File: src/source/pkt_tag_pkg.sv
package pkt_tag_pkg;

    // Default flit width in bytes
    localparam int DATA_BYTES_DEF = 64;

    // Inserted tag, lead byte followed by the tag value
    localparam int          TAG_BYTES = 8;
    localparam logic [7:0]  TAG_LEAD  = 8'hff;

    // IPv4 protocol field, counted from the first packet byte
    localparam int          PROT_OFFSET = 23;
    localparam logic [7:0]  PROT_UDP    = 8'd17;

    typedef enum logic {
        CLASS_SHIFT,
        CLASS_BYPASS
    } pkt_class_e;

    typedef enum logic [1:0] {
        ST_PASS,
        ST_SHIFT,
        ST_TAIL
    } ins_state_e;

endpackage

File: src/source/pkt_stream_if.sv
`timescale 1ns/10ps

interface pkt_stream_if
    import pkt_tag_pkg::*;
#(
    parameter int DATA_BYTES = DATA_BYTES_DEF
);

    logic                           sop;
    logic                           eop;
    logic                           valid;
    logic [DATA_BYTES*8-1:0]        data;
    // Unused bytes at the low end of the eop flit
    logic [$clog2(DATA_BYTES)-1:0]  empty;
    // Packet class, valid alongside the flit
    pkt_class_e                     cls;
    logic                           ready;

    modport source (
        output sop, eop, valid, data, empty, cls,
        input  ready
    );

    modport sink (
        input  sop, eop, valid, data, empty, cls,
        output ready
    );

endinterface

File: src/source/pkt_classifier.sv
`timescale 1ns/10ps

module pkt_classifier
    import pkt_tag_pkg::*;
#(
    parameter int DATA_BYTES = DATA_BYTES_DEF
) (
    input  logic                            clk,
    input  logic                            rst_n,
    input  logic                            in_sop,
    input  logic                            in_eop,
    input  logic                            in_valid,
    input  logic [DATA_BYTES*8-1:0]         in_data,
    input  logic [$clog2(DATA_BYTES)-1:0]   in_empty,
    output logic                            in_ready,
    pkt_stream_if.source                    m
);

    // Byte 0 sits in the top lane
    localparam int PROT_LSB = (DATA_BYTES - 1 - PROT_OFFSET) * 8;

    logic [7:0]  prot_byte;
    pkt_class_e  sop_class;
    pkt_class_e  pkt_class_q;
    pkt_class_e  cur_class;
    logic        accept;

    assign in_ready = !m.valid || m.ready;
    assign accept   = in_valid && in_ready;

    assign prot_byte = in_data[PROT_LSB +: 8];
    assign sop_class = (prot_byte == PROT_UDP) ? CLASS_BYPASS : CLASS_SHIFT;
    assign cur_class = in_sop ? sop_class : pkt_class_q;

    // Class of the packet in flight
    always_ff @(posedge clk or negedge rst_n) begin
        if (!rst_n) begin
            pkt_class_q <= CLASS_BYPASS;
        end else if (accept && in_sop) begin
            pkt_class_q <= sop_class;
        end
    end

    always_ff @(posedge clk or negedge rst_n) begin
        if (!rst_n) begin
            m.valid <= 1'b0;
        end else if (accept) begin
            m.valid <= 1'b1;
        end else if (m.ready) begin
            m.valid <= 1'b0;
        end
    end

    always_ff @(posedge clk) begin
        if (accept) begin
            m.sop   <= in_sop;
            m.eop   <= in_eop;
            m.data  <= in_data;
            m.empty <= in_empty;
            m.cls   <= cur_class;
        end
    end

    // Upstream must hold a stalled flit until it is taken
    a_hold_on_stall: assert property (
        @(posedge clk) disable iff (!rst_n)
        in_valid && !in_ready |=> in_valid && $stable(in_data) && $stable(in_sop)
            && $stable(in_eop) && $stable(in_empty)
    );

endmodule

File: src/source/tag_inserter.sv
`timescale 1ns/10ps

module tag_inserter
    import pkt_tag_pkg::*;
#(
    parameter int DATA_BYTES = DATA_BYTES_DEF
) (
    input  logic                            clk,
    input  logic                            rst_n,
    pkt_stream_if.sink                      s,
    input  logic [(TAG_BYTES-1)*8-1:0]      tag_value,
    output logic                            out_sop,
    output logic                            out_eop,
    output logic                            out_valid,
    output logic [DATA_BYTES*8-1:0]         out_data,
    output logic [$clog2(DATA_BYTES)-1:0]   out_empty,
    input  logic                            out_ready
);

    localparam int DATA_W  = DATA_BYTES * 8;
    localparam int TAG_W   = TAG_BYTES * 8;
    localparam int EMPTY_W = $clog2(DATA_BYTES);

    ins_state_e          state;
    logic [TAG_W-1:0]    carry;
    logic [EMPTY_W-1:0]  tail_empty;
    logic [TAG_W-1:0]    tag_word;
    logic [TAG_W-1:0]    head;
    logic                adv;
    logic                accept;
    logic                load;
    logic                is_shift;
    logic                spill;
    logic                nxt_sop;
    logic                nxt_eop;
    logic [DATA_W-1:0]   nxt_data;
    logic [EMPTY_W-1:0]  nxt_empty;

    // Output register free or draining this cycle
    assign adv = !out_valid || out_ready;

    assign s.ready = adv && (state != ST_TAIL);
    assign accept  = s.valid && s.ready;
    assign load    = accept || (state == ST_TAIL && adv);

    assign tag_word = {TAG_LEAD, tag_value};
    assign is_shift = (state == ST_SHIFT) || (s.sop && s.cls == CLASS_SHIFT);
    assign head     = (state == ST_SHIFT) ? carry : tag_word;

    // Last flit too full to absorb the displaced bytes
    assign spill = s.eop && (s.empty < EMPTY_W'(TAG_BYTES));

    always_comb begin
        nxt_sop   = s.sop;
        nxt_eop   = s.eop;
        nxt_data  = s.data;
        nxt_empty = s.empty;
        if (state == ST_TAIL) begin
            // Overflow flit, carried bytes then filler
            nxt_sop   = 1'b0;
            nxt_eop   = 1'b1;
            nxt_data  = {carry, {(DATA_W-TAG_W){1'b1}}};
            nxt_empty = tail_empty;
        end else if (is_shift) begin
            nxt_data = {head, s.data[DATA_W-1:TAG_W]};
            nxt_eop  = s.eop && !spill;
            if (s.eop && !spill) begin
                nxt_empty = s.empty - EMPTY_W'(TAG_BYTES);
            end else begin
                nxt_empty = '0;
            end
        end
    end

    always_ff @(posedge clk or negedge rst_n) begin
        if (!rst_n) begin
            state     <= ST_PASS;
            carry     <= '0;
            out_valid <= 1'b0;
            out_eop   <= 1'b0;
        end else begin
            if (load) begin
                out_valid <= 1'b1;
                out_eop   <= nxt_eop;
            end else if (out_ready) begin
                out_valid <= 1'b0;
                out_eop   <= 1'b0;
            end

            if (state == ST_TAIL) begin
                if (adv) begin
                    state <= ST_PASS;
                end
            end else if (accept && is_shift) begin
                // Low lanes move on to the next flit
                carry <= s.data[TAG_W-1:0];
                if (!s.eop) begin
                    state <= ST_SHIFT;
                end else if (spill) begin
                    state <= ST_TAIL;
                end else begin
                    state <= ST_PASS;
                end
            end
        end
    end

    always_ff @(posedge clk) begin
        if (load) begin
            out_sop   <= nxt_sop;
            out_data  <= nxt_data;
            out_empty <= nxt_empty;
        end
        if (accept && is_shift && spill) begin
            tail_empty <= s.empty + EMPTY_W'(DATA_BYTES - TAG_BYTES);
        end
    end

    a_eop_needs_valid: assert property (
        @(posedge clk) disable iff (!rst_n)
        out_eop |-> out_valid
    );

    // While the overflow flit waits, the shifted last flit is still held
    a_tail_stall: assert property (
        @(posedge clk) disable iff (!rst_n)
        state == ST_TAIL |-> !s.ready && out_valid && !out_eop
    );

endmodule

File: src/source/pkt_tag_top.sv
`timescale 1ns/10ps

module pkt_tag_top
    import pkt_tag_pkg::*;
#(
    parameter int DATA_BYTES = DATA_BYTES_DEF
) (
    input  logic                            clk,
    input  logic                            rst_n,
    input  logic                            in_sop,
    input  logic                            in_eop,
    input  logic                            in_valid,
    input  logic [DATA_BYTES*8-1:0]         in_data,
    input  logic [$clog2(DATA_BYTES)-1:0]   in_empty,
    output logic                            in_ready,
    input  logic [(TAG_BYTES-1)*8-1:0]      tag_value,
    output logic                            out_sop,
    output logic                            out_eop,
    output logic                            out_valid,
    output logic [DATA_BYTES*8-1:0]         out_data,
    output logic [$clog2(DATA_BYTES)-1:0]   out_empty,
    input  logic                            out_ready
);

    // Protocol byte must land in the first flit
    if (DATA_BYTES < 32 || (DATA_BYTES & (DATA_BYTES - 1)) != 0) begin : g_bad_width
        $error("DATA_BYTES must be a power of two and at least 32");
    end

    pkt_stream_if #(.DATA_BYTES(DATA_BYTES)) cls_stream ();

    pkt_classifier #(.DATA_BYTES(DATA_BYTES)) i_classifier (
        .clk      (clk),
        .rst_n    (rst_n),
        .in_sop   (in_sop),
        .in_eop   (in_eop),
        .in_valid (in_valid),
        .in_data  (in_data),
        .in_empty (in_empty),
        .in_ready (in_ready),
        .m        (cls_stream.source)
    );

    tag_inserter #(.DATA_BYTES(DATA_BYTES)) i_inserter (
        .clk       (clk),
        .rst_n     (rst_n),
        .s         (cls_stream.sink),
        .tag_value (tag_value),
        .out_sop   (out_sop),
        .out_eop   (out_eop),
        .out_valid (out_valid),
        .out_data  (out_data),
        .out_empty (out_empty),
        .out_ready (out_ready)
    );

endmodule

File: config.mk
export PLATFORM = sky130hd
export DESIGN_NAME = pkt_tag_top
export DESIGN_NICKNAME = d
export VERILOG_FILES = /design/src/source/pkt_tag_pkg.sv /design/src/source/pkt_stream_if.sv /design/src/source/pkt_classifier.sv /design/src/source/tag_inserter.sv /design/src/source/pkt_tag_top.sv
export SDC_FILE = /design/constraint.sdc
export NUM_CORES = 1
export LEC_CHECK = 0
export BUFFER_PORTS_ARGS = -buffer_cell sky130_fd_sc_hd__buf_2
export CAP_MARGIN = 20
export CELL_PAD_IN_SITES_DETAIL_PLACEMENT = 0
export CELL_PAD_IN_SITES_GLOBAL_PLACEMENT = 1
export CORE_AREA = 2 2 430 432
export CTS_BUF_LIST = sky130_fd_sc_hd__clkbuf_4 sky130_fd_sc_hd__clkbuf_8
export DETAILED_ROUTE_END_ITERATION = 12
export DIE_AREA = 0 0 432 434
export PLACE_DENSITY_LB_ADDON = 0.12
export RECOVER_POWER = 25
export SLEW_MARGIN = 20
export SYNTH_ARGS = -nofsm -noshare
export SYNTH_HDL_FRONTEND = slang
export SYNTH_SLANG_ARGS = --single-unit
File: constraint.sdc
create_clock -name clk -period 64.8 [get_ports clk]
set_clock_uncertainty 0.2 [all_clocks]
set_input_delay 3.24 -clock clk [delete_from_list [all_inputs] [get_ports clk]]
set_output_delay 3.24 -clock clk [all_outputs]
set_load 0.01 [all_outputs]
# ---- Word-level counts from Yosys, hierarchy flattened
# Cells that the tools add are included.
dict set report totals {
  ff_bits 1116
  latchBits 0
  mem_bits_rw 0
  mem_bits_ro 0
  out_inout_bits 522
  memories 0
}
dict set report classes {
  add_sub_neg 2
  n_mul 0
  div_mod_pow 0
  order_cmp 1
  eq_ne 5
  n_shift 0
  mux 20
  n_bitwise 2
  reduce_logical 22
}
# operator n
set op_table {}
lappend op_table {{512-bit two-way mux} 2}
lappend op_table {{64-bit two-way mux} 1}
lappend op_table {{6-bit two-way mux} 3}
lappend op_table {{1-bit logical AND} 10}
lappend op_table {{2-bit two-way mux} 5}
lappend op_table {{1-bit two-way mux} 9}
lappend op_table {{8-bit by 5-bit equality test with 1-bit output, second input constant} 1}
lappend op_table {{6-bit adder, second input constant} 1}
lappend op_table {{6-bit by 4-bit < comparator with 1-bit output, second input constant} 1}
lappend op_table {{2-bit nonzero test} 3}
lappend op_table {{6-bit by 4-bit subtractor with 6-bit output, second input constant} 1}
lappend op_table {{1-bit logical OR} 4}
lappend op_table {{2-bit AND reduction} 2}
lappend op_table {{1-bit zero test} 3}
lappend op_table {{2-bit by 1-bit equality test with 1-bit output, second input constant} 1}
lappend op_table {{2-bit equality test, second input constant} 1}
lappend op_table {{2-bit by 1-bit inequality test with 1-bit output, second input constant} 1}
lappend op_table {{2-bit inequality test, second input constant} 1}
lappend op_table {{1-bit inverter} 2}

# ---- Depth between registers and ports, before layout
# Gate-level depths: netlist of the first run.
dict set report logic_depth {
  ltp_word 7
  ltp_mapped 8
}

# ---- Cells and area by module
# A second synthesis of the first run with hierarchy kept.
dict set report hier_totals {
  cells_unflattened 2965
  area_unflattened_um2 42100.4
}
# module n_inst cells_each area_each_um2 seq_area_each_um2
set modules_own_cells {}
lappend modules_own_cells {tag_inserter 1 2433 26335.3 17466.8}
lappend modules_own_cells {pkt_classifier 1 532 15765.1 15696.3}

# ---- Worst setup path after synthesis of the first run
# Ideal clock, no wire load.
dict set report synth_timing {
  path_kind {input port to flip-flop}
  from {input out_ready}
  to {register i_inserter.out_data[0], enable pin}
  setup_time_ns 1.413
  arrival_ns 24.791
  t_required_ns 63.187
  setup_slack_ns 38.396
  path_stages 2
  path_cell_list {nor2b_1 nor2_1}
}
dict set report synth_via {
  elab_chain_cells 4
  elab_cells_between_ends 5
  cone_classes {reduce/logical (5)}
}
# item line
set synth_rtl {}
lappend synth_rtl {{start, declared} pkt_tag_top.sv:22} ;# input logic out_ready
lappend synth_rtl {{1-bit logical OR (*)} tag_inserter.sv:40} ;# assign adv = !out_valid || out_ready;
lappend synth_rtl {{1-bit logical AND} tag_inserter.sv:42} ;# assign s.ready = adv && (state != ST_TAIL);
lappend synth_rtl {{1-bit logical AND} tag_inserter.sv:43} ;# assign accept = s.valid && s.ready;
lappend synth_rtl {{1-bit logical OR (*)} tag_inserter.sv:44} ;# assign load = accept || (state == ST_TAIL && adv);
lappend synth_rtl {{via i_inserter.load} tag_inserter.sv:31} ;# logic load;
lappend synth_rtl {{end signal, assigned} tag_inserter.sv:111} ;# out_data <= nxt_data;
lappend synth_rtl {{end, declared} tag_inserter.sv:15} ;# output logic [DATA_BYTES*8-1:0] out_data,
# The timed path passes the listed nets; every way through them passes the cells marked *.
# A chain may end at the register's enable or synchronous reset.

# ---- Worst setup path after layout of the first run
dict set report layout_timing {
  from {register i_inserter.state[0]}
  to {register i_inserter.out_data[416] (data pin)}
}
dict set report layout_via {
  elab_chain_cells 3
  elab_cells_between_ends 4
  cone_classes {eq/ne (2); mux (1); reduce/logical (1)}
}
# item line
set layout_rtl {}
lappend layout_rtl {{start, declared} tag_inserter.sv:24} ;# ins_state_e state;
lappend layout_rtl {{start signal, assigned} tag_inserter.sv:77} ;# state <= ST_PASS;
lappend layout_rtl {{start signal, assigned} tag_inserter.sv:92} ;# state <= ST_PASS;
lappend layout_rtl {{start signal, assigned} tag_inserter.sv:98} ;# state <= ST_SHIFT;
lappend layout_rtl {{2-bit by 1-bit equality test with 1-bit output} tag_inserter.sv:47} ;# assign is_shift = (state == ST_SHIFT) || (s.sop && s.cls == CLASS_SHIFT);
lappend layout_rtl {{1-bit logical OR} tag_inserter.sv:47}
lappend layout_rtl {{512-bit two-way mux} tag_inserter.sv:64} ;# end else if (is_shift) begin
# Several ways; a longest one is shown, not always the timed one.

==> out/qor.txt, run 1 <==
outcome = complete, but fails checks
failing checks = capacitance limit, slew limit
drt initial violations = 1,458
clock sink count = 1,116
antenna violations before repair = 118
Mapped Cells = 2,965
Final min period = 11.20 ns
DRC = 0
Max Slew Vio Count = 395
root buffer selected by CTS = clkbuf_8
peak supply drop = 0.0180 mV
Post-Route WL = 166,000 microns
Die X = 432 microns
Fin. Hold Viols = 0
H-tree Lvls = 4
die span in y = 434 microns
CTS Hold Bufs = 0
largest net degree at the start of global routing = 160
drt via density = 4.25
Tcrit/Tclk final = 17.3%
FMAX = 89.3 MHz
Worst setup EP type = register
Overall Global Routing Usage = 17.1%
Initial DRT Pass Iterations = 5
global-route met2 utilization = 30.5%
DP HPWL = 116,000 microns
share of post-route cells with drive strength above 1 = 34.8%
worst-skew pair later-pin latency = 0.97 ns
antenna viol nets, final = 0
LEAKAGE = 22.5 nW
post-CTS sizing = 0
syn avg cell area = 14.2 sq um
critical path launch point type = register
GRT overflow = 0
vias in the first global route = 29,600
Port-buffer cells = 1,101
Ys Warns = 0
post-CTS setup buffers = 0
register area share after synthesis = 79.0%
Nets = 4,715
CP Class = reg2reg
WP data required = 64.72 ns
area share of the largest cell type after synthesis = 74.8%
Sw Pwr = 0.000694 W
combinational share of power = 22.7%
Seq pwr share = 45.9%
largest area contributor in the netlist = edfxtp_1
Slew @ Worst Pin = 8.34 ns
Internal = 0.00150 W
Area Growth Syn to Fin = 29.0%
setup tns final = 0 ns
GPL Wtd Cong = 0.821
Synth area leaders = edfxtp_1 (75%), nand2_1 (8.7%), nand3_1 (5.4%), dfrtp_1 (4.1%), mux2_4 (1.4%)
grt peak-use layer = met2
endpoints failing setup = 0
worst path arrival time = 11.11 ns
starting density of the core = 23.0%
Longest Clk Path Bufs = 3
routed len/inst = 24.7 microns
Synth Cell Area = 42,000 sq um
clk slew on worst S/H paths = 0.06 ns
Switching Share = 31.6%
post-synthesis register bit count = 1,116
RSZ-0062 raised after global routing = false
clock power share = 31.4%
Core Util, Final = 29.7%
M3 GR Usage = 5.71%
die area = 187,000 sq um
via count = 28,600
global-route wire length before repair = 227,000 microns
# IOs = 1,102
total nets after synthesis = 3,546
Row Count = 157
met1 Track Usage GR = 19.5%
core area = 182,000 sq um
Inserted Clock Buffers = 208
CTS tree = yes
Power Dens Cells = 40.6 nW/um^2
CP Max Fanout = 159
Max-Cap Viols = 5
Hold Slack = 0.273 ns
worst hold path class = reg2reg
post-synthesis cell type count = 33
Rel. slew slack = -456%
-- routing by layer --
metal | up-vias | wire length [microns]
met2 | 993 | 86000
li1 | 13000 | -
met3 | 391 | 11900
met4 | 58 | 3770
met1 | 14100 | 64100
met5 | - | 331
-- cell type report --
class                           count  area (sq um)
Clock buffer                      327          3840
Multi-Input combinational cell   1664          8020
Fill cell                       19000        128000
Sequential cell                  1116         33200
Timing Repair Buffer             1139          5750
Clock inverter                     53           289
Inverter                            5          26.3
Antenna cell                       25          62.6
Tap cell                         2385          2980
-- cell families after synthesis --
logic type	share of synthesized area (%)
multiplexers	3.39
buffers and inverters	2.00
AO/OA/AOI/OAI	1.04
flip-flops	79.0
AND/OR/NAND/NOR	14.5
adder cells (fa/ha/maj)	0.0298
-- per-stage QoR --
stage / instances / cell area (sq um) / total power, W / setup slack [ns]
global placement: 6309 / 50100 / 0.00154 / 56.35
floorplan: 2965 / 42000 / 0.00133 / 38.40
finish: 6714 / 54100 / 0.00220 / 53.60
global route: 6703 / 54100 / 0.00232 / 52.56
CTS: 6689 / 54200 / 0.00224 / 56.96
detailed placement: 6309 / 50100 / 0.00154 / 56.36
-- state kept, by name, summed over array words and instances (netlist names) --
signal and count:
i_classifier.m.cls 1, i_classifier.m.valid 1, i_inserter.out_eop 1, i_inserter.out_sop 1, i_inserter.carry 64, i_classifier.m.empty 6, i_classifier.m.eop 1, i_classifier.m.sop 1
i_inserter.state 2, i_inserter.out_empty 6, i_inserter.tail_empty 6, i_classifier.pkt_class_q 1, i_inserter.out_valid 1, i_classifier.m.data 512, i_inserter.out_data 512
-- synth_stat cells --
cell / number
buf_1: 9
o2111ai_1: 2
a2bb2oi_1: 1
a221oi_1: 1
a21oi_1: 2
a21boi_0: 1
clkbuf_1: 100
dfrtp_1: 69
ha_1: 1
nor4bb_1: 1
edfxtp_1: 1046
buf_2: 55
and2_1: 1
o21ai_0: 73
or2_2: 1
nor2_1: 16
nand4_1: 3
a31oi_1: 2
nand2_1: 972
dfstp_2: 1
mux2i_1: 56
buf_4: 12
nand2b_1: 5
nor2_2: 1
or3_1: 2
inv_1: 5
mux2_2: 26
mux2_4: 38
nand3_1: 449
and3_1: 2
o22ai_1: 1
nor2b_1: 7
buf_6: 4
-- final timing paths --
check,slack (ns),end,cells past startpoint,from
setup / recovery,53.60,i_inserter.out_data[416],3,i_inserter.state[0]
hold / removal,0.27,i_inserter.carry[37],1,i_classifier.m.data[37]
setup reg to reg,53.60,i_inserter.out_data[416],3,i_inserter.state[0]
hold reg to reg,0.27,i_inserter.carry[37],1,i_classifier.m.data[37]
max in group asynchronous,59.72,i_inserter.carry[50],2,rst_n
min in group asynchronous,2.85,i_inserter.carry[15],1,rst_n
-- worst max-delay path, cell delays in order, from the launching register on --
cell and delay, ns:
dfrtp_1 0.40, nand2b_1 2.03, clkbuf_1 5.95, nand3_1 1.71
-- power by group through the flow --
stage / combinational [W] / sequential [W] / clock, W
detailed placement: 0.000517 / 0.00102 / 0
global placement: 0.000515 / 0.00102 / 0
floorplan: 0.000246 / 0.00108 / 0
finish: 0.000499 / 0.00101 / 0.000689
global route: 0.000553 / 0.00102 / 0.000746
CTS: 0.000518 / 0.00101 / 0.000717
-- cells in the final DEF, fill, tap and decap left out, types with 2 or more instances in the layout --
cell           n
inv_1          4
buf_2       1044
nand4_1        3
clkinvlp_4     4
inv_6          4
clkbuf_1      59
clkbuf_8     222
nor2_1        15
nand2_1      971
nand2b_1       4
nor2b_1        7
mux2_2        26
mux2i_1       56
a31oi_1        2
nand3_1      449
or3_1          2
a21oi_1        2
clkinv_2       5
clkinv_1      36
o21ai_0       73
dfrtp_1       69
buf_12         3
inv_8          4
and3_1         2
mux2_4        38
nor2_4         2
buf_4         33
clkbuf_4     105
edfxtp_1    1046
diode_2       25
Note: power is estimated with default switching activity, not from simulation.
==> inputs of run 2 (changes only) <==
--- a/config.mk
+++ b/config.mk
@@ -9,10 +9,10 @@
 export CAP_MARGIN = 20
 export CELL_PAD_IN_SITES_DETAIL_PLACEMENT = 0
 export CELL_PAD_IN_SITES_GLOBAL_PLACEMENT = 1
-export CORE_AREA = 2 2 430 432
+export CORE_AREA = 2 2 431 433
 export CTS_BUF_LIST = sky130_fd_sc_hd__clkbuf_4 sky130_fd_sc_hd__clkbuf_8
 export DETAILED_ROUTE_END_ITERATION = 12
-export DIE_AREA = 0 0 432 434
+export DIE_AREA = 0 0 433 435
 export PLACE_DENSITY_LB_ADDON = 0.12
 export RECOVER_POWER = 25
 export SLEW_MARGIN = 20
==> constraint.sdc (replaced) <==
create_clock -name clk -period 11.5 [get_ports clk]
set_clock_uncertainty 0.2 [all_clocks]
set_input_delay 0.575 -clock clk [delete_from_list [all_inputs] [get_ports clk]]
set_output_delay 0.575 -clock clk [all_outputs]
set_load 0.01 [all_outputs]
==> run 2 against run 1 <==
Global-route usage rose by 0.63 points; die area increased by 0.46%; sequential share of layout area down 8.2 points; largest cell class unchanged; sequential power rose to 5.6 times the previous value; power increased to 5.7 times the previous value; register-to-register slack got worse by 47 ns; the run still ends with capacitance limit, slew limit left; non-clock buffer count is 816 higher; hold slack got worse by 0.13 ns; highest routed layer unchanged; critical path depth down 1.
==> out/qor.txt, run 2 (synthesis gave the netlist of run 1 again) <==
Crit. path cell count = 2 (-1)
Nets = 5,532 (+17%)
Max Slew Vio Count = 125 (-68%)
Hold Slack = 0.141 ns (-0.132 ns)
Final min period = 5.64 ns
global-route wire length before repair = 241,000 microns (+5.9%)
via count = 31,500 (+10%)
Internal = 0.00858 W (+470%)
RSZ-0062 raised after global routing = false
worst hold path class = in2reg
starting density of the core = 22.8% (-0.19 points)
delay-heaviest family, CP = buffers and inverters
Seq pwr share = 45.0% (-0.9 points)
CP Class = in2async
Post-Route WL = 171,000 microns (+3.2%)
Tcrit/Tclk final = 49.0%
die area = 188,000 sq um (+0.46%)
share of post-route cells with drive strength above 1 = 27.9% (-6.9 points)
peak supply drop = 0.136 mV (+650%)
commonest non-fill, non-tap cells in the layout = edfxtp_1 (1,046), buf_2 (990), nand2_1 (970)
Filler Cells Inserted = 18,700 (-1.7%)
Power Dens Cells = 201 nW/um^2 (+400%)
global-route met2 utilization = 31.0% (+0.50 points)
Overall Global Routing Usage = 17.7% (+0.63 points)
slowest stage delay, CP = 3.86 ns (-2.09 ns)
DP Worst Slack = 6.59 ns (-49.77 ns)
Inserted Clock Buffers = 209 (+0.48%)
clock power share = 31.1% (-0.3 points)
die span in y = 435 microns (+0.23%)
GRT overflow = 0 (unchanged)
Fin. Hold Viols = 0 (unchanged)
vias in the first global route = 33,300 (+12%)
Worst setup EP type = async pin
worst hold path depth = 2 (+1)
Initial DRT Pass Iterations = 5 (unchanged)
WP data required = 10.99 ns (-53.73 ns)
endpoints failing setup = 0 (unchanged)
LEAKAGE = 25.8 nW (+15%)
antenna viol nets, final = 0 (unchanged)
fin worst setup slack = 5.86 ns (-47.74 ns)
commonest non-fill, non-tap cell in the layout = edfxtp_1
CTS tree = yes
CP Max Fanout = 70 (-56%)
worst path arrival time = 5.12 ns (-5.99 ns)
Die X = 433 microns (+0.23%)
worst-skew pair later-pin latency = 0.99 ns (+0.02 ns)
core area = 184,000 sq um (+0.85%)
Row Count = 158 (+0.64%)
DP HPWL = 114,000 microns (-1.1%)
CTS Hold Bufs = 823 (+823)
Rel. slew slack = -271% (+190 points)
Sw Pwr = 0.00402 W (+480%)
clk slew on worst S/H paths = 0.06 ns (about the same)
# IOs = 1,102 (unchanged)
drt initial violations = 1,602 (+9.9%)
largest registers = i_classifier.m.data (512), i_inserter.out_data (512), i_inserter.carry (64)
antenna violations before repair = 22 (-81%)
grt peak-use layer = met2
post-CTS sizing = 0 (unchanged)
Longest Clk Path Bufs = 3 (unchanged)
Slew @ Worst Pin = 5.57 ns (-2.78 ns)
routed len/inst = 22.5 microns (-9.1%)
root buffer selected by CTS = clkbuf_8
post-CTS setup buffers = 0 (unchanged)
Switching Share = 31.9% (+0.30 points)
Port-buffer cells = 1,101 (unchanged)
DRC = 0 (unchanged)
GPL Wtd Cong = 0.805 (-1.9%)
H-tree Lvls = 4 (unchanged)
Slowest cell on crit path = clkbuf_1
Max-Cap Viols = 3 (-2)
FMAX = 177 MHz
CP bufs+invs = 2 (+1)
Area Growth Syn to Fin = 49.0%
Cell Chain, Critical Path = dlygate4sd3_1, clkbuf_1
M3 GR Usage = 5.24% (-0.47 points)
outcome = complete, but fails checks
drt via density = 4.13 (-2.9%)
combinational share of power = 23.9% (+1.2 points)
critical path launch point type = input pin
met1 Track Usage GR = 19.5% (+0.030 points)
worst r2r path cells = 5 (+2)
failing checks = capacitance limit, slew limit
setup tns final = 0 ns (unchanged)
clock sink count = 1,116 (unchanged)
largest net degree at the start of global routing = 164 (+2.5%)
run 2: power by group through the flow:
stage	combinational (W)	clock, W	sequential (W)
6_report	0.00301	0.00392	0.00567
5_1_grt	0.00333	0.00425	0.00574
4_1_cts	0.00313	0.00409	0.00568
3_5_place_dp	0.00289	0	0.00575
3_3_place_gp	0.00287	0	0.00576
2_1_floorplan	0.00138	0	0.00598
run 2: routing by layer:
metal / share of wire, % / wire length (microns)
met1: 38 / 64800
met2: 51 / 86900
met4: 4.8 / 8150
met3: 6.7 / 11500
met5: 0.0041 / 7
run 2: area by class of cell:
cell class	count	area [sq um]	share of cell area, %
antenna	12	30.0	0.0480
clock buffer	292	3570	5.72
clock inverter	94	602	0.962
inverter	5	22.5	0.0360
multi-input combinational	1664	8040	12.9
sequential	1116	33200	53.0
tap	2480	3100	4.96
timing repair buffer	1955	14000	22.4
run 2: final timing paths:
kind,from,to,slack (ns)
max in group clk,i_classifier.m.sop,i_inserter.out_data[473],6.13
max reg2reg,i_classifier.m.sop,i_inserter.out_data[473],6.13
min,in_data[484],i_classifier.m.data[484],0.14
max,rst_n,i_inserter.carry[12],5.86
min reg2reg,i_classifier.m.data[7],i_inserter.carry[7],0.28
min in group asynchronous,rst_n,i_inserter.carry[49],2.04
run 2: stage by stage:
| stage | utilization, % | power (W) | cell area (sq um) | std cells |
|---|---|---|---|---|
| 2_1_floorplan | - | 0.00736 | 42000 | 2965 |
| 3_3_place_gp | 27.3 | 0.00863 | 50200 | 6395 |
| 3_5_place_dp | 27.3 | 0.00864 | 50200 | 6396 |
| 4_1_cts | 34.0 | 0.0129 | 62600 | 7605 |
| 5_1_grt | 34.0 | 0.0133 | 62500 | 7616 |
| 6_report | 34.0 | 0.0126 | 62500 | 7618 |
==> inputs of run 3 (changes only) <==
--- a/config.mk
+++ b/config.mk
@@ -5,14 +5,15 @@
 export SDC_FILE = /design/constraint.sdc
 export NUM_CORES = 1
 export LEC_CHECK = 0
+export ABC_AREA = 1
 export BUFFER_PORTS_ARGS = -buffer_cell sky130_fd_sc_hd__buf_2
 export CAP_MARGIN = 20
 export CELL_PAD_IN_SITES_DETAIL_PLACEMENT = 0
 export CELL_PAD_IN_SITES_GLOBAL_PLACEMENT = 1
-export CORE_AREA = 2 2 431 433
+export CORE_AREA = 2 2 432 434
 export CTS_BUF_LIST = sky130_fd_sc_hd__clkbuf_4 sky130_fd_sc_hd__clkbuf_8
 export DETAILED_ROUTE_END_ITERATION = 12
-export DIE_AREA = 0 0 433 435
+export DIE_AREA = 0 0 434 436
 export PLACE_DENSITY_LB_ADDON = 0.12
 export RECOVER_POWER = 25
 export SLEW_MARGIN = 20
==> constraint.sdc (replaced) <==
create_clock -name clk -period 5.75 [get_ports clk]
set_clock_uncertainty 0.2 [all_clocks]
set_input_delay 0.2875 -clock clk [delete_from_list [all_inputs] [get_ports clk]]
set_output_delay 0.2875 -clock clk [all_outputs]
set_load 0.01 [all_outputs]
==> run 3 against run 2 <==
The run still ends with capacitance limit, slew limit left; sequential power increased by 110%; non-clock buffer count increased by 287; cell area increased by 4.9%; first-iteration DRC count increased by 22%; core utilization increased by 1.5 points; critical path depth increased by 5; sequential cell count unchanged; wire length increased by 6.4%; critical endpoint is now i_inserter.out_data[395]; largest power group unchanged.
==> out/qor.txt, run 3 <==
Inserted Clock Buffers = 209 (unchanged)
antenna viol nets, final = 0 (unchanged)
Ys Warns = 0 (unchanged)
R2R Path End = i_inserter.out_data[395]
endpoints failing setup = 0 (unchanged)
Fin. Hold Viols = 0 (unchanged)
most numerous cell in the Yosys netlist = edfxtp_1
outcome = complete, but fails checks
worst-skew pair later-pin latency = 0.96 ns (-0.03 ns)
starting density of the core = 22.9% (+0.046 points)
commonest non-fill, non-tap cells in the layout = dlygate4sd3_1 (1,103), edfxtp_1 (1,046), buf_2 (986)
routed len/inst = 22.5 microns (about the same)
worst path arrival time = 4.77 ns (-0.35 ns)
Synth area leaders = edfxtp_1 (74%), nand2_1 (8.5%), nand3_1 (4.7%), dfrtp_1 (4.1%), buf_2 (1.6%)
DP HPWL = 122,000 microns (+7.0%)
Longest Clk Path Bufs = 3 (unchanged)
via count = 33,700 (+7.1%)
largest area contributor in the netlist = edfxtp_1
failing checks = capacitance limit, slew limit
GPL Wtd Cong = 0.835 (+3.7%)
peak supply drop = 0.291 mV (+110%)
Nets = 5,998 (+8.4%)
GRT overflow = 0 (unchanged)
slowest stage delay, CP = 0.72 ns (-3.14 ns)
Post-synth EDFFs = 1,046 (unchanged)
worst reg-to-reg setup slack = 1.58 ns (-4.55 ns)
Slew @ Worst Pin = 3.39 ns (-2.17 ns)
antenna violations before repair = 41 (+86%)
worst setup path end = i_inserter.out_data[395]
Hold Slack = 0.130 ns (-0.0108 ns)
Post-Route WL = 182,000 microns (+6.4%)
Max Slew Vio Count = 72 (-42%)
post-CTS sizing = 0 (unchanged)
worst r2r path cells = 7 (+2)
area share of the largest cell type after synthesis = 74.4% (-0.39 points)
worst hold path depth = 5 (+3)
global-route wire length before repair = 256,000 microns (+6.3%)
drt initial violations = 1,957 (+22%)
Synth Cell Area = 42,200 sq um (+0.52%)
CTS tree = yes
die span in y = 436 microns (+0.23%)
core area = 185,000 sq um (+0.32%)
clk slew on worst S/H paths = 0.06 ns (about the same)
Post-synth top flop = edfxtp_1
commonest non-fill, non-tap cell in the layout = dlygate4sd3_1
Die X = 434 microns (+0.23%)
FMAX = 240 MHz
Hold Startpoint = out_ready
vias in the first global route = 35,100 (+5.3%)
Area Growth Syn to Fin = 55.5%
Worst setup EP type = register
Power Dens Cells = 418 nW/um^2 (+110%)
Slowest cell on crit path = inv_16
Core Util, Final = 35.5% (+1.5 points)
worst r2r src = i_classifier.m.cls
largest registers = i_classifier.m.data (512), i_inserter.out_data (512), i_inserter.carry (64)
Worst Setup SP = i_classifier.m.cls
Post-synth ARST share = 6.27% (unchanged)
LEAKAGE = 27.0 nW (+4.5%)
largest net degree at the start of global routing = 181 (+10%)
critical path launch point type = register
DP Worst Slack = 1.70 ns (-4.89 ns)
DRC = 0 (unchanged)
Tcrit/Tclk final = 72.5%
# IOs = 1,102 (unchanged)
Row Count = 158 (unchanged)
H-tree Lvls = 4 (unchanged)
register area share after synthesis = 78.6% (-0.41 points)
drt via density = 4.16 (+0.67%)
delay-heaviest family, CP = simple AND/OR/NAND/NOR gates
Mapped Cells = 3,160 (+6.6%)
worst hold path class = in2reg
CP Max Fanout = 180 (+160%)
clock sink count = 1,116 (unchanged)
total nets after synthesis = 3,741 (+5.5%)
CP bufs+invs = 3 (+1)
Crit. path cell count = 7 (+5)
share of post-route cells with drive strength above 1 = 24.9% (-3.0 points)
die area = 189,000 sq um (+0.46%)
Cell Chain, Critical Path = inv_1, nand2_2, nand2_8, inv_16, buf_4, nand2_1, nand3_1
Overall Global Routing Usage = 18.8% (+1.0 points)
Final min period = 4.17 ns
Initial DRT Pass Iterations = 5 (unchanged)
root buffer selected by CTS = clkbuf_8
Rel. slew slack = -126% (+140 points)
post-synthesis register bit count = 1,116 (unchanged)
WP data required = 6.35 ns (-4.64 ns)
Post-synth top cells = edfxtp_1 (1,046), nand2_1 (960), nand3_1 (394), buf_2 (131), nor2_1 (118)
post-synthesis cell type count = 26 (-21%)
CP Class = reg2reg
syn avg cell area = 13.4 sq um (-5.7%)
overall power = 0.0274 W (+120%)
Max-Cap Viols = 2 (-1)
RSZ-0062 raised after global routing = false
fin worst setup slack = 1.58 ns (-4.28 ns)
Port-buffer cells = 1,101 (unchanged)
-- run 3: cell types whose count changed in the layout (fill, tap and decap cells not counted), sizes merged, moves of 55 or more --
cell         before   now
mux2i            56     0
mux2             64     0
o211ai            0    64
nor2             17   120
a21oi             2    65
inv              12    91
dlygate4sd3     823  1103
nand3           449   394
-- run 3: metal layers --
| metal | global-route usage, % | part of all wire (%) |
|---|---|---|
| met5 | 0 | 0.056 |
| met4 | 7.50 | 4.1 |
| met3 | 4.63 | 5.8 |
| met2 | 32.8 | 51 |
| met1 | 21.9 | 40 |
-- run 3: cells by family after synthesis --
logic type	Yosys count	synth area share, %
AO/OA/AOI/OAI	255	3.41
adder cells (fa/ha/maj)	1	0.0296
buffers and inverters	283	3.14
flip-flops	1116	78.6
AND/OR/NAND/NOR	1505	14.8
-- run 3: final cells by class --
cell class                 instances  area (sq um)
clock buffer                     297          3610
tap                             2480          3100
timing repair buffer            2242         16900
inverter                          87           343
multi-input combinational       1761          7790
sequential                      1116         33200
antenna                           29          72.6
clock inverter                    91           644
fill                           19000        119000
-- run 3: what timing repair did --
action                     CTS  global route
hold endpoints to repair   758             0
buffers inserted             0             0
hold buffers              1104             0
-- run 3: worst min-delay path by stage --
stage | to | slack (ns)
6_report | i_inserter.out_eop | 0.13
4_1_cts | i_inserter.out_data[463] | 0.003
3_3_place_gp | i_inserter.carry[5] | 0.11
3_5_place_dp | i_inserter.carry[5] | 0.12
2_1_floorplan | i_classifier.m.valid | -0.21
5_1_grt | i_inserter.out_eop | 0.06
-- run 3: power breakdown --
part           internal, W  switching, W
clock              0.00432       0.00368
combinational      0.00240       0.00494
sequential          0.0113      0.000702
-- run 3: worst reg2reg max path: cells and delay by family (launching register included) --
family        cells  cell delay [ns]
flops             1             0.39
buf+inv           3             1.85
simple gates      4             1.59
-- run 3: per-stage QoR --
stage / cell area, sq um / setup TNS, ns / cells
2_1_floorplan: 42200 / -4378.95 / 3160
3_3_place_gp: 50400 / 0 / 6582
3_5_place_dp: 50400 / 0 / 6582
4_1_cts: 65700 / 0 / 8074
5_1_grt: 65600 / 0 / 8099
6_report: 65600 / 0 / 8103
